`src/source/rx_data_pkg.sv`:
```
package rx_data_pkg;

    // interleaving factor of the receiver ADC
    parameter int n_ti = 16;

    // magnitude bits per slice
    parameter int n_adc = 8;

    // prbs history length, enough for prbs7
    parameter int n_prbs = 7;

    // raw slice magnitude as it leaves the ADC
    typedef logic [n_adc-1:0] adc_mag_t;

    // unfolded code, also used for offsets and the slicer threshold
    typedef logic signed [n_adc-1:0] adc_code_t;

    // one bit per slice
    typedef logic [n_ti-1:0] lane_bits_t;

    // tap mask, bit t-1 marks the stream bit t positions back
    typedef logic [n_prbs-1:0] prbs_eqn_t;

    // error and checked-bit counters
    typedef logic [31:0] count_t;

endpackage

```
`src/source/rx_ctl_pkg.sv`:
```
package rx_ctl_pkg;

    // phase interpolator code width
    parameter int n_pi = 9;

    // number of PI outputs towards the analog core
    parameter int n_out = 4;

    // PI control code
    typedef logic [n_pi-1:0] pi_code_t;

    // max mux selection, scale grows in steps of 16
    typedef logic [n_pi-5:0] pi_sel_t;

    // prbs checker states
    typedef enum logic [0:0] {
        CHK_FILL = 1'b0,
        CHK_RUN  = 1'b1
    } chk_state_t;

endpackage

```
`src/source/adc_unfold_slice.sv`:
```
`timescale 1ns/1ns

module adc_unfold_slice #(
    parameter int n_lanes = 16,
    parameter int n_bits  = 8
) (
    input  logic                    clk_adc,
    input  logic                    cdr_rstb,
    input  rx_data_pkg::adc_mag_t   adc_mag_i [n_lanes-1:0],
    input  rx_data_pkg::lane_bits_t adc_sign_i,
    input  rx_data_pkg::adc_code_t  pfd_offset_i [n_lanes-1:0],
    input  rx_data_pkg::adc_code_t  slice_thresh_i,
    output rx_data_pkg::lane_bits_t rx_bits_o
);
    import rx_data_pkg::*;

    // two guard bits hold +-mag minus offset without overflow
    localparam int ext_w = n_bits + 2;
    localparam logic signed [ext_w-1:0] code_max = (2 ** (n_bits - 1)) - 1;
    localparam logic signed [ext_w-1:0] code_min = -(2 ** (n_bits - 1));

    logic signed [ext_w-1:0] signed_val [n_lanes-1:0];
    logic signed [ext_w-1:0] shifted_val [n_lanes-1:0];
    adc_code_t               unf_d [n_lanes-1:0];
    adc_code_t               unf_q [n_lanes-1:0];
    lane_bits_t              bits_d;
    lane_bits_t              bits_q;

    //////////////////////////////////////////////////
    // stage one, unfold and remove offset
    //////////////////////////////////////////////////

    always_comb begin
        for (int k = 0; k < n_lanes; k++) begin
            // sign bit high means a positive sample
            if (adc_sign_i[k]) begin
                signed_val[k] = $signed(ext_w'(adc_mag_i[k]));
            end else begin
                signed_val[k] = -$signed(ext_w'(adc_mag_i[k]));
            end
            shifted_val[k] = signed_val[k] - ext_w'(pfd_offset_i[k]);

            // saturate into the code range
            if (shifted_val[k] > code_max) begin
                unf_d[k] = code_max[n_bits-1:0];
            end else if (shifted_val[k] < code_min) begin
                unf_d[k] = code_min[n_bits-1:0];
            end else begin
                unf_d[k] = shifted_val[k][n_bits-1:0];
            end
        end
    end

    //////////////////////////////////////////////////
    // stage two, slicer
    //////////////////////////////////////////////////

    always_comb begin
        bits_d = '0;
        for (int k = 0; k < n_lanes; k++) begin
            // signed compare against the common threshold
            bits_d[k] = (unf_q[k] > slice_thresh_i);
        end
    end

    always_ff @(posedge clk_adc or negedge cdr_rstb) begin
        if (!cdr_rstb) begin
            unf_q  <= '{default: '0};
            bits_q <= '0;
        end else begin
            unf_q  <= unf_d;
            bits_q <= bits_d;
        end
    end

    assign rx_bits_o = bits_q;

endmodule

```
`src/source/prbs_checker.sv`:
```
`timescale 1ns/1ns

module prbs_checker #(
    parameter int n_lanes = 16,
    parameter int n_hist  = 7
) (
    input  logic                    clk_adc,
    input  logic                    cdr_rstb,
    input  rx_data_pkg::lane_bits_t rx_bits_i,
    input  rx_data_pkg::prbs_eqn_t  prbs_eqn_i,
    input  rx_data_pkg::lane_bits_t prbs_chan_sel_i,
    input  logic                    prbs_cke_i,
    input  logic                    prbs_clear_i,
    output rx_data_pkg::lane_bits_t prbs_flags_o,
    output rx_data_pkg::count_t     err_bits_o,
    output rx_data_pkg::count_t     total_bits_o
);
    import rx_data_pkg::*;
    import rx_ctl_pkg::*;

    chk_state_t                state_q;
    logic [n_hist-1:0]         hist_q;
    logic [n_hist+n_lanes-1:0] stream;
    lane_bits_t                pred_vec;
    lane_bits_t                err_vec;
    lane_bits_t                flags_q;
    count_t                    err_inc;
    count_t                    bit_inc;
    count_t                    err_q;
    count_t                    total_q;

    // chronological view, oldest history bit at index 0
    // lane 0 of the new word follows the last bit of the previous one
    assign stream = {rx_bits_i, hist_q};

    //////////////////////////////////////////////////
    // prediction from received bits
    //////////////////////////////////////////////////

    always_comb begin
        pred_vec = '0;
        for (int k = 0; k < n_lanes; k++) begin
            for (int t = 1; t <= n_hist; t++) begin
                // tap t looks t stream positions back
                if (prbs_eqn_i[t-1]) begin
                    pred_vec[k] = pred_vec[k] ^ stream[n_hist+k-t];
                end
            end
        end
    end

    assign err_vec = pred_vec ^ rx_bits_i;

    // per-word increments over the selected lanes
    always_comb begin
        err_inc = '0;
        bit_inc = '0;
        for (int k = 0; k < n_lanes; k++) begin
            err_inc = err_inc + count_t'(err_vec[k] & prbs_chan_sel_i[k]);
            bit_inc = bit_inc + count_t'(prbs_chan_sel_i[k]);
        end
    end

    //////////////////////////////////////////////////
    // state, history and counters
    //////////////////////////////////////////////////

    always_ff @(posedge clk_adc or negedge cdr_rstb) begin
        if (!cdr_rstb) begin
            state_q <= CHK_FILL;
            hist_q  <= '0;
            flags_q <= '0;
            err_q   <= '0;
            total_q <= '0;
        end else if (prbs_clear_i) begin
            // history is reloaded by the next fill word
            state_q <= CHK_FILL;
            flags_q <= '0;
            err_q   <= '0;
            total_q <= '0;
        end else if (prbs_cke_i) begin
            hist_q <= stream[n_hist+n_lanes-1 -: n_hist];
            case (state_q)
                CHK_FILL: begin
                    state_q <= CHK_RUN;
                end
                CHK_RUN: begin
                    flags_q <= err_vec;
                    err_q   <= err_q + err_inc;
                    total_q <= total_q + bit_inc;
                end
                default: begin
                    state_q <= CHK_FILL;
                end
            endcase
        end
    end

    assign prbs_flags_o = flags_q;
    assign err_bits_o   = err_q;
    assign total_bits_o = total_q;

endmodule

```
`src/source/pi_ctl_scaler.sv`:
```
`timescale 1ns/1ns

module pi_ctl_scaler #(
    parameter int n_outputs   = 4,
    parameter int wait_cycles = 32
) (
    input  logic                 clk_adc,
    input  logic                 cdr_rstb,
    input  rx_ctl_pkg::pi_code_t pi_ctl_i [n_outputs-1:0],
    input  rx_ctl_pkg::pi_code_t pi_offset_i [n_outputs-1:0],
    input  rx_ctl_pkg::pi_sel_t  max_sel_i [n_outputs-1:0],
    input  logic [n_outputs-1:0] bypass_en_i,
    input  rx_ctl_pkg::pi_code_t bypass_ctl_i [n_outputs-1:0],
    output logic                 ctl_valid_o,
    output rx_ctl_pkg::pi_code_t int_pi_ctl_o [n_outputs-1:0]
);
    import rx_ctl_pkg::*;

    localparam int code_w    = $bits(pi_code_t);
    localparam int prod_w    = 2 * code_w;
    localparam int sel_shift = code_w - $bits(pi_sel_t);
    localparam int cnt_w     = $clog2(wait_cycles + 1);
    localparam logic [cnt_w-1:0] cnt_last = cnt_w'(wait_cycles - 1);

    logic [cnt_w-1:0]  wait_cnt_q;
    logic              ctl_valid_q;
    logic              ctl_valid_d;
    pi_code_t          scale_val [n_outputs-1:0];
    pi_code_t          unscaled [n_outputs-1:0];
    logic [prod_w-1:0] scaled [n_outputs-1:0];
    pi_code_t          code_d [n_outputs-1:0];
    pi_code_t          code_q [n_outputs-1:0];

    //////////////////////////////////////////////////
    // post-reset wait
    //////////////////////////////////////////////////

    // goes high on the same edge that sees the counter at its last value
    assign ctl_valid_d = ctl_valid_q | (wait_cnt_q == cnt_last);

    always_ff @(posedge clk_adc or negedge cdr_rstb) begin
        if (!cdr_rstb) begin
            wait_cnt_q  <= '0;
            ctl_valid_q <= 1'b0;
        end else begin
            if (wait_cnt_q != cnt_last) begin
                wait_cnt_q <= wait_cnt_q + 1'b1;
            end
            ctl_valid_q <= ctl_valid_d;
        end
    end

    //////////////////////////////////////////////////
    // scaling and bypass
    //////////////////////////////////////////////////

    always_comb begin
        for (int j = 0; j < n_outputs; j++) begin
            // (sel + 1) * 16 - 1, exact since the top value is 511
            scale_val[j] = ((pi_code_t'(max_sel_i[j]) + 1'b1) << sel_shift) - 1'b1;
            // offset wraps within the code width
            unscaled[j]  = pi_ctl_i[j] + pi_offset_i[j];
            scaled[j]    = prod_w'(unscaled[j]) * prod_w'(scale_val[j]);
            if (bypass_en_i[j]) begin
                code_d[j] = bypass_ctl_i[j];
            end else begin
                code_d[j] = scaled[j][prod_w-1:code_w];
            end
        end
    end

    // codes follow valid, so nothing reaches the PIs before the wait ends
    always_ff @(posedge clk_adc or negedge cdr_rstb) begin
        if (!cdr_rstb) begin
            code_q <= '{default: '0};
        end else if (ctl_valid_d) begin
            code_q <= code_d;
        end else begin
            code_q <= '{default: '0};
        end
    end

    assign ctl_valid_o  = ctl_valid_q;
    assign int_pi_ctl_o = code_q;

endmodule

```
`src/source/digital_core.sv`:
```
`timescale 1ns/1ns

module digital_core #(
    parameter int n_lanes     = rx_data_pkg::n_ti,
    parameter int n_bits      = rx_data_pkg::n_adc,
    parameter int n_hist      = rx_data_pkg::n_prbs,
    parameter int n_outputs   = rx_ctl_pkg::n_out,
    parameter int wait_cycles = 32
) (
    input  logic                    clk_adc,
    input  logic                    cdr_rstb,

    // ADC slices
    input  rx_data_pkg::adc_mag_t   adc_mag_i [n_lanes-1:0],
    input  rx_data_pkg::lane_bits_t adc_sign_i,
    input  rx_data_pkg::adc_code_t  pfd_offset_i [n_lanes-1:0],
    input  rx_data_pkg::adc_code_t  slice_thresh_i,

    // prbs checker configuration
    input  rx_data_pkg::prbs_eqn_t  prbs_eqn_i,
    input  rx_data_pkg::lane_bits_t prbs_chan_sel_i,
    input  logic                    prbs_cke_i,
    input  logic                    prbs_clear_i,

    // phase interpolator control
    input  rx_ctl_pkg::pi_code_t    pi_ctl_i [n_outputs-1:0],
    input  rx_ctl_pkg::pi_code_t    pi_offset_i [n_outputs-1:0],
    input  rx_ctl_pkg::pi_sel_t     max_sel_i [n_outputs-1:0],
    input  logic [n_outputs-1:0]    bypass_en_i,
    input  rx_ctl_pkg::pi_code_t    bypass_ctl_i [n_outputs-1:0],

    output rx_data_pkg::lane_bits_t rx_bits_o,
    output rx_data_pkg::lane_bits_t prbs_flags_o,
    output rx_data_pkg::count_t     err_bits_o,
    output rx_data_pkg::count_t     total_bits_o,
    output logic                    ctl_valid_o,
    output rx_ctl_pkg::pi_code_t    int_pi_ctl_o [n_outputs-1:0]
);
    import rx_data_pkg::*;

    // recovered bit word, shared by the checker and the port
    lane_bits_t rx_bits;

    //////////////////////////////////////////////////
    // sample path
    //////////////////////////////////////////////////

    adc_unfold_slice #(
        .n_lanes(n_lanes),
        .n_bits (n_bits)
    ) u_unfold_slice (
        .clk_adc       (clk_adc),
        .cdr_rstb      (cdr_rstb),
        .adc_mag_i     (adc_mag_i),
        .adc_sign_i    (adc_sign_i),
        .pfd_offset_i  (pfd_offset_i),
        .slice_thresh_i(slice_thresh_i),
        .rx_bits_o     (rx_bits)
    );

    assign rx_bits_o = rx_bits;

    prbs_checker #(
        .n_lanes(n_lanes),
        .n_hist (n_hist)
    ) u_prbs_checker (
        .clk_adc        (clk_adc),
        .cdr_rstb       (cdr_rstb),
        .rx_bits_i      (rx_bits),
        .prbs_eqn_i     (prbs_eqn_i),
        .prbs_chan_sel_i(prbs_chan_sel_i),
        .prbs_cke_i     (prbs_cke_i),
        .prbs_clear_i   (prbs_clear_i),
        .prbs_flags_o   (prbs_flags_o),
        .err_bits_o     (err_bits_o),
        .total_bits_o   (total_bits_o)
    );

    //////////////////////////////////////////////////
    // PI control codes
    //////////////////////////////////////////////////

    pi_ctl_scaler #(
        .n_outputs  (n_outputs),
        .wait_cycles(wait_cycles)
    ) u_pi_ctl (
        .clk_adc     (clk_adc),
        .cdr_rstb    (cdr_rstb),
        .pi_ctl_i    (pi_ctl_i),
        .pi_offset_i (pi_offset_i),
        .max_sel_i   (max_sel_i),
        .bypass_en_i (bypass_en_i),
        .bypass_ctl_i(bypass_ctl_i),
        .ctl_valid_o (ctl_valid_o),
        .int_pi_ctl_o(int_pi_ctl_o)
    );

endmodule

```
`config.mk`:
```
export PLATFORM = sky130hd
export DESIGN_NAME = digital_core
export DESIGN_NICKNAME = d
export VERILOG_FILES = /design/src/source/rx_data_pkg.sv /design/src/source/rx_ctl_pkg.sv /design/src/source/adc_unfold_slice.sv /design/src/source/prbs_checker.sv /design/src/source/pi_ctl_scaler.sv /design/src/source/digital_core.sv
export SDC_FILE = /design/constraint.sdc
export NUM_CORES = 2
export LEC_CHECK = 0
export BUFFER_PORTS_ARGS = -buffer_cell sky130_fd_sc_hd__buf_2
export CORE_UTILIZATION = 45
export CTS_BUF_LIST = sky130_fd_sc_hd__clkbuf_4
export DETAILED_ROUTE_END_ITERATION = 10
export PLACE_DENSITY_LB_ADDON = 0.25
export REMOVE_ABC_BUFFERS = 1
export SYNTH_ARGS = -nofsm -noshare
export SYNTH_HDL_FRONTEND = slang
export SYNTH_SLANG_ARGS = --single-unit
```
`constraint.sdc`:
```
create_clock -name clk_adc -period 7.9 [get_ports clk_adc]
set_input_delay 1.58 -clock clk_adc [delete_from_list [all_inputs] [get_ports clk_adc]]
set_output_delay 1.58 -clock clk_adc [all_outputs]
set_load 0.02 [all_outputs]
```
---- After elaboration in Yosys (flattened, before gate mapping) ----
Index checks and enable logic that the tools add are counted.
storage, ports and cells
  bits in registers ....................... 275
  output and inout port bits .............. 133
  input port bits ......................... 439
operators by class
  reduce and logical (&&, ||, !) cells .... 4
  muxes and demuxes ....................... 176
  multiply operators ...................... 4
  magnitude comparators ................... 48
  bitwise operators ....................... 115
  equality and inequality tests ........... 2
  add/subtract/negate cells ............... 77
operators with widths
  kind                   number
  $add A32 B32 Y32       17
  $add A32 B1 Y32        14
  $mux W8                32
  $mux W32               6
  $gt A10 B8 Y1 const B  16
  $lt A10 B8 Y1 const B  16
  $mux W10               16
  $neg A8 Y10            16
  $sub A10 B8 Y10        16
  $gt A8 B8 Y1           16
  $mux W1                114
  $xor A1 B1 Y1          96
  $mul A9 B9 Y18         4
  $mux W16               3
  $add A9 B9 Y9          4
  $mux W36               1
  $mux W9                4
  $sub A9 B1 Y9 const B  4
  $add A5 B1 Y5 const B  4
  $and A1 B1 Y1          16
  $xor A16 B16 Y16       1
  $add A6 B1 Y6 const B  1
  $eq A6 B5 Y1 const B   1
  $ne A6 B5 Y1 const B   1
  other kinds (5)        7

---- Longest topological paths before layout ----
  depth in word-level cells ............... 34
  gate-level depth with buffers ........... 24
  gate-level depth less buffers ........... 24

---- By module ----
From an unflattened synthesis, not the netlist that was laid out.
second synthesis, totals
  cells, all modules ...................... 4256
  area, all modules ....................... 36628.9 µm²
modules (own cells, without submodules)
  module            cells each  sequential area each (µm²)  instances  area an instance (µm²)
  adc_unfold_slice  2102        3603.5                      1          17823.3
  pi_ctl_scaler     1393        1076.0                      1          12179.2
  prbs_checker      761         2202.1                      1          6626.4

---- Worst setup path before layout ----
No wires, ideal clock.
  path type ............................... input-to-reg
  start ................................... in pi_ctl_i[27] in the netlist's numbering
  end ..................................... reg u_pi_ctl.code_q (netlist bit u_pi_ctl.int_pi_ctl_o[35])
  arrival time ............................ 7.259 ns
  setup time .............................. 0.094 ns
  setup slack ............................. 0.547 ns
  required time ........................... 7.806 ns
  cell stages on the path ................. 24
  cells stage by stage .................... ha_1 > fa_1 > a21o_1 > a21oi_1 > o21bai_1 > a21oi_1 > o21ai_1 > xor2_1 > inv_1 > fa_1 > inv_1 > fa_1 > inv_1 > fa_1 > inv_1 > fa_1 > ha_1 > a211o_1 > a2111o_1 > nand4_1 > o22ai_1 > a221oi_2 > nor3_1 > a211oi_1
on the way
  word-level cells in the longest chain between the ends .. 4
ends and longest elaborated chain
  what                  line                 RTL
  start, declared       digital_core.sv:26   input rx_ctl_pkg::pi_code_t pi_ctl_i [n_outputs-1:0],
  $add A9 B9 Y9         pi_ctl_scaler.sv:62  unscaled[j] = pi_ctl_i[j] + pi_offset_i[j];
  $mul A9 B9 Y18        pi_ctl_scaler.sv:63  scaled[j] = prod_w'(unscaled[j]) * prod_w'(scale_val[j]);
  $mux W9               pi_ctl_scaler.sv:64  if (bypass_en_i[j]) begin
  $mux W36              pi_ctl_scaler.sv:76  end else if (ctl_valid_d) begin
  end signal, assigned  pi_ctl_scaler.sv:77  code_q <= code_d;
  end, declared         pi_ctl_scaler.sv:32  pi_code_t code_q [n_outputs-1:0];
Every way passes these cells.
A chain may end at the register's enable or synchronous reset.

---- Worst setup path after layout ----
Same ends and word-level chain as after synthesis.

==> impl_metrics.ini <==
[synthesis]
synth_area_per_cell_um2 = 8.64
netlist_top_cells_count = inv_1 (579), ha_1 (488), nand2_1 (359)
synth_cell_types = 74
synth_cells = 4035
syn_area_um2 = 34900
synth_enable_flop_cells = 0
synthArstFlopShare_pct = 100
ys_seq_area_share_pct = 19.7
synth_top_area_share_pct = 19.7
ys_top_cells_by_area = dfrtp_1 (20%), ha_1 (18%), fa_1 (14%)
synth_seq_cells = 275
synth_top_flop_cell = dfrtp_1
yosysTopAreaCell = dfrtp_1
ys_warn_count = 0
post-synth-top-count-cell = inv_1

[critical_path]
reg2reg_depth = 20
path_max_fanout = 3
worst-endpoint-arrival_ns = 7.62
cp-end-kind = register
critPathKind = in2reg
start_kind = input pin
required_ns = 8.59

[timing]
maxSlewViolCount = 0
skew_ns = 0.0446
hold_viol = 0
tns_ns = 0
holdWs_ns = 0.487
setup_viol = 0
fmax_ghz = 0.144
worst_pin_slew_ns = 1.07
min_period_ns = 6.94
fin_crit_sh_pct = 87.8
relSlewSlack_pct = 28.5
setup_slack_ns = 0.963
rsz0062_at_grt = no

[route]
wl_met1_um = 38300
met2RoutedLength_um = 42800
drtPass1Iterations = 5
routedWlPerCell_um = 15.5
drc = 0
drt_iter0_drc = 1072
met3WireLength_um = 5980
wirelength_um = 89300
ant_nets = 0
dr.max_layer_used = met5
via_per_inst = 5.11
via_count = 29351

[global_routing]
track_usage_pct = 22.9
grt_pass1_vias = 29405
grt_overflow = 0
grt_max_degree = 75
grt_pass1_wl_um = 145000
antenna_found_initial = 21

[placement]
port_buffers = 571
dp_cells = 5597
hpwl_um = 72900
gp_congestion = 0.899
post-place-ws_ns = 0.168

[cells_and_area]
area_delta_synth_final_pct = 14.7
layout-drive-gt1-share_pct = 16.7
num-fill-cells = 7383
stdcell_count = 5746
fin_nets = 5819

[die]
core_um2 = 76300
io_pins = 572
start_util_pct = 45.7
rows = 101
die_x_um = 280
dieArea_um2 = 78600
die_y_um = 280

[pwr]
power_density_nw_per_um2 = 406
leakagePower_nw = 20.6
ir_drop_v = 0.000711
finalPower_mw = 16.2

[cts]
cts_sinks = 275
postCtsSetupRepairBufs = 0
clock-root-buffer = clkbuf_4
path_clk_slew_ns = 0.07
cts_buffers = 84
h-tree-depth = 3
cts_buffer_depth = 3
hold_buffers = 0
cts_tree = yes
clock_latency_ns = 0.81
cts_resized = 0

[hold_path]
hold_depth = 2
hp-class = reg2reg

[status]
status = finished, final reports clean

[run]
cap_viol_max_count = 0
[logic make-up after synthesis]
family,Yosys count,synth area share (%)
and+or+nand+nor,1087,14.6
AOI/OAI and AO/OA,775,14.1
adders and majority gates,727,31.2
buffers and inverters,655,7.06
xor gates and xnor gates,468,11.8
DFF,275,19.7
muxes,48,1.54
[stage by stage]
stage	area, um2	util, %
3_5_place_dp	39000	51.1
3_3_place_gp	39000	51.1
6_report	40000	52.4
2_1_floorplan	34600	-
4_1_cts	39900	52.3
5_1_grt	40000	52.4
[flip-flops by register name (all words and copies together), names as in the netlist]
register,cells
u_pi_ctl.ctl_valid_o,1
u_pi_ctl.int_pi_ctl_o,36
u_pi_ctl.wait_cnt_q,6
u_prbs_checker.err_bits_o,32
u_prbs_checker.hist_q,7
u_prbs_checker.prbs_flags_o,16
u_prbs_checker.state_q,1
u_prbs_checker.total_bits_o,32
u_unfold_slice.rx_bits_o,16
u_unfold_slice.unf_q,128
[worst paths after layout]
| path | from | to | slack, ns |
|---|---|---|---|
| min reg2reg | u_prbs_checker.prbs_flags_o[5] | u_prbs_checker.prbs_flags_o[5] | 0.49 |
| max | pi_ctl_i[27] | u_pi_ctl.int_pi_ctl_o[35] | 0.96 |
| min in group asynchronous | cdr_rstb | u_prbs_checker.total_bits_o[6] | 0.73 |
| max in group asynchronous | cdr_rstb | u_unfold_slice.unf_q[69] | 5.73 |
| min | u_prbs_checker.prbs_flags_o[5] | u_prbs_checker.prbs_flags_o[5] | 0.49 |
| max reg2reg | u_unfold_slice.rx_bits_o[5] | u_prbs_checker.err_bits_o[18] | 1.98 |
[critical path, cell delays in order]
cell and delay [ns]:
buf_2 0.10, ha_1 0.21, fa_1 0.41, a21o_1 0.17, a21oi_1 0.21, o21bai_1 0.11
a21oi_1 0.23, o21ai_1 0.12, xor2_1 0.20, inv_1 0.16, fa_1 0.55, inv_1 0.05
fa_1 0.49, inv_1 0.05, fa_1 0.47, inv_1 0.06, fa_1 0.48, ha_1 0.33
a211o_1 0.28, a2111o_1 0.41, nand4_1 0.15, o22ai_1 0.17, a221oi_2 0.32, nor3_1 0.09
a211oi_1 0.21
[layout by cell type, fill, tap and decap left out, drive strengths merged, types with 17 or more instances in the layout]
master	count
nand2	359
clkinv	33
o21a	111
nand2b	24
o21bai	17
xnor2	227
xor2	241
a21o	73
o31ai	20
a211oi	20
clkbuf	104
nand3	73
ha	488
nor3	97
fa	239
a21oi	230
nand4	25
mux2	41
buf	606
o211ai	25
nor2b	43
inv	582
nor4b	22
and2	70
a31oi	19
o21ai	178
dfrtp	275
nor2	308
[metal layers]
| metal | global-route usage (%) | up-vias |
|---|---|---|
| met2 | 39.3 | 657 |
| met3 | 5.84 | 139 |
| met5 | 0 | - |
| li1 | - | 14765 |
| met4 | 6.66 | 22 |
| met1 | 28.2 | 13768 |
[power breakdown]
group | switching, mW | internal, mW
clock | 0.682 | 0.619
combinational | 7.17 | 5.57
sequential | 0.290 | 1.90
total | 8.14 | 8.09
[area by class of cell]
cell class | instances | area [um2] | share of cell area (%)
antenna | 9 | 22.5 | 0.0563
clock buffer | 104 | 781 | 1.95
clock inverter | 36 | 159 | 0.398
multi-input combinational | 3105 | 25500 | 63.9
timing repair buffer | 606 | 3130 | 7.83
inverter | 581 | 2180 | 5.46
sequential | 275 | 6880 | 17.2
tap | 1030 | 1290 | 3.22
Power figures use the tool's default switching activity.
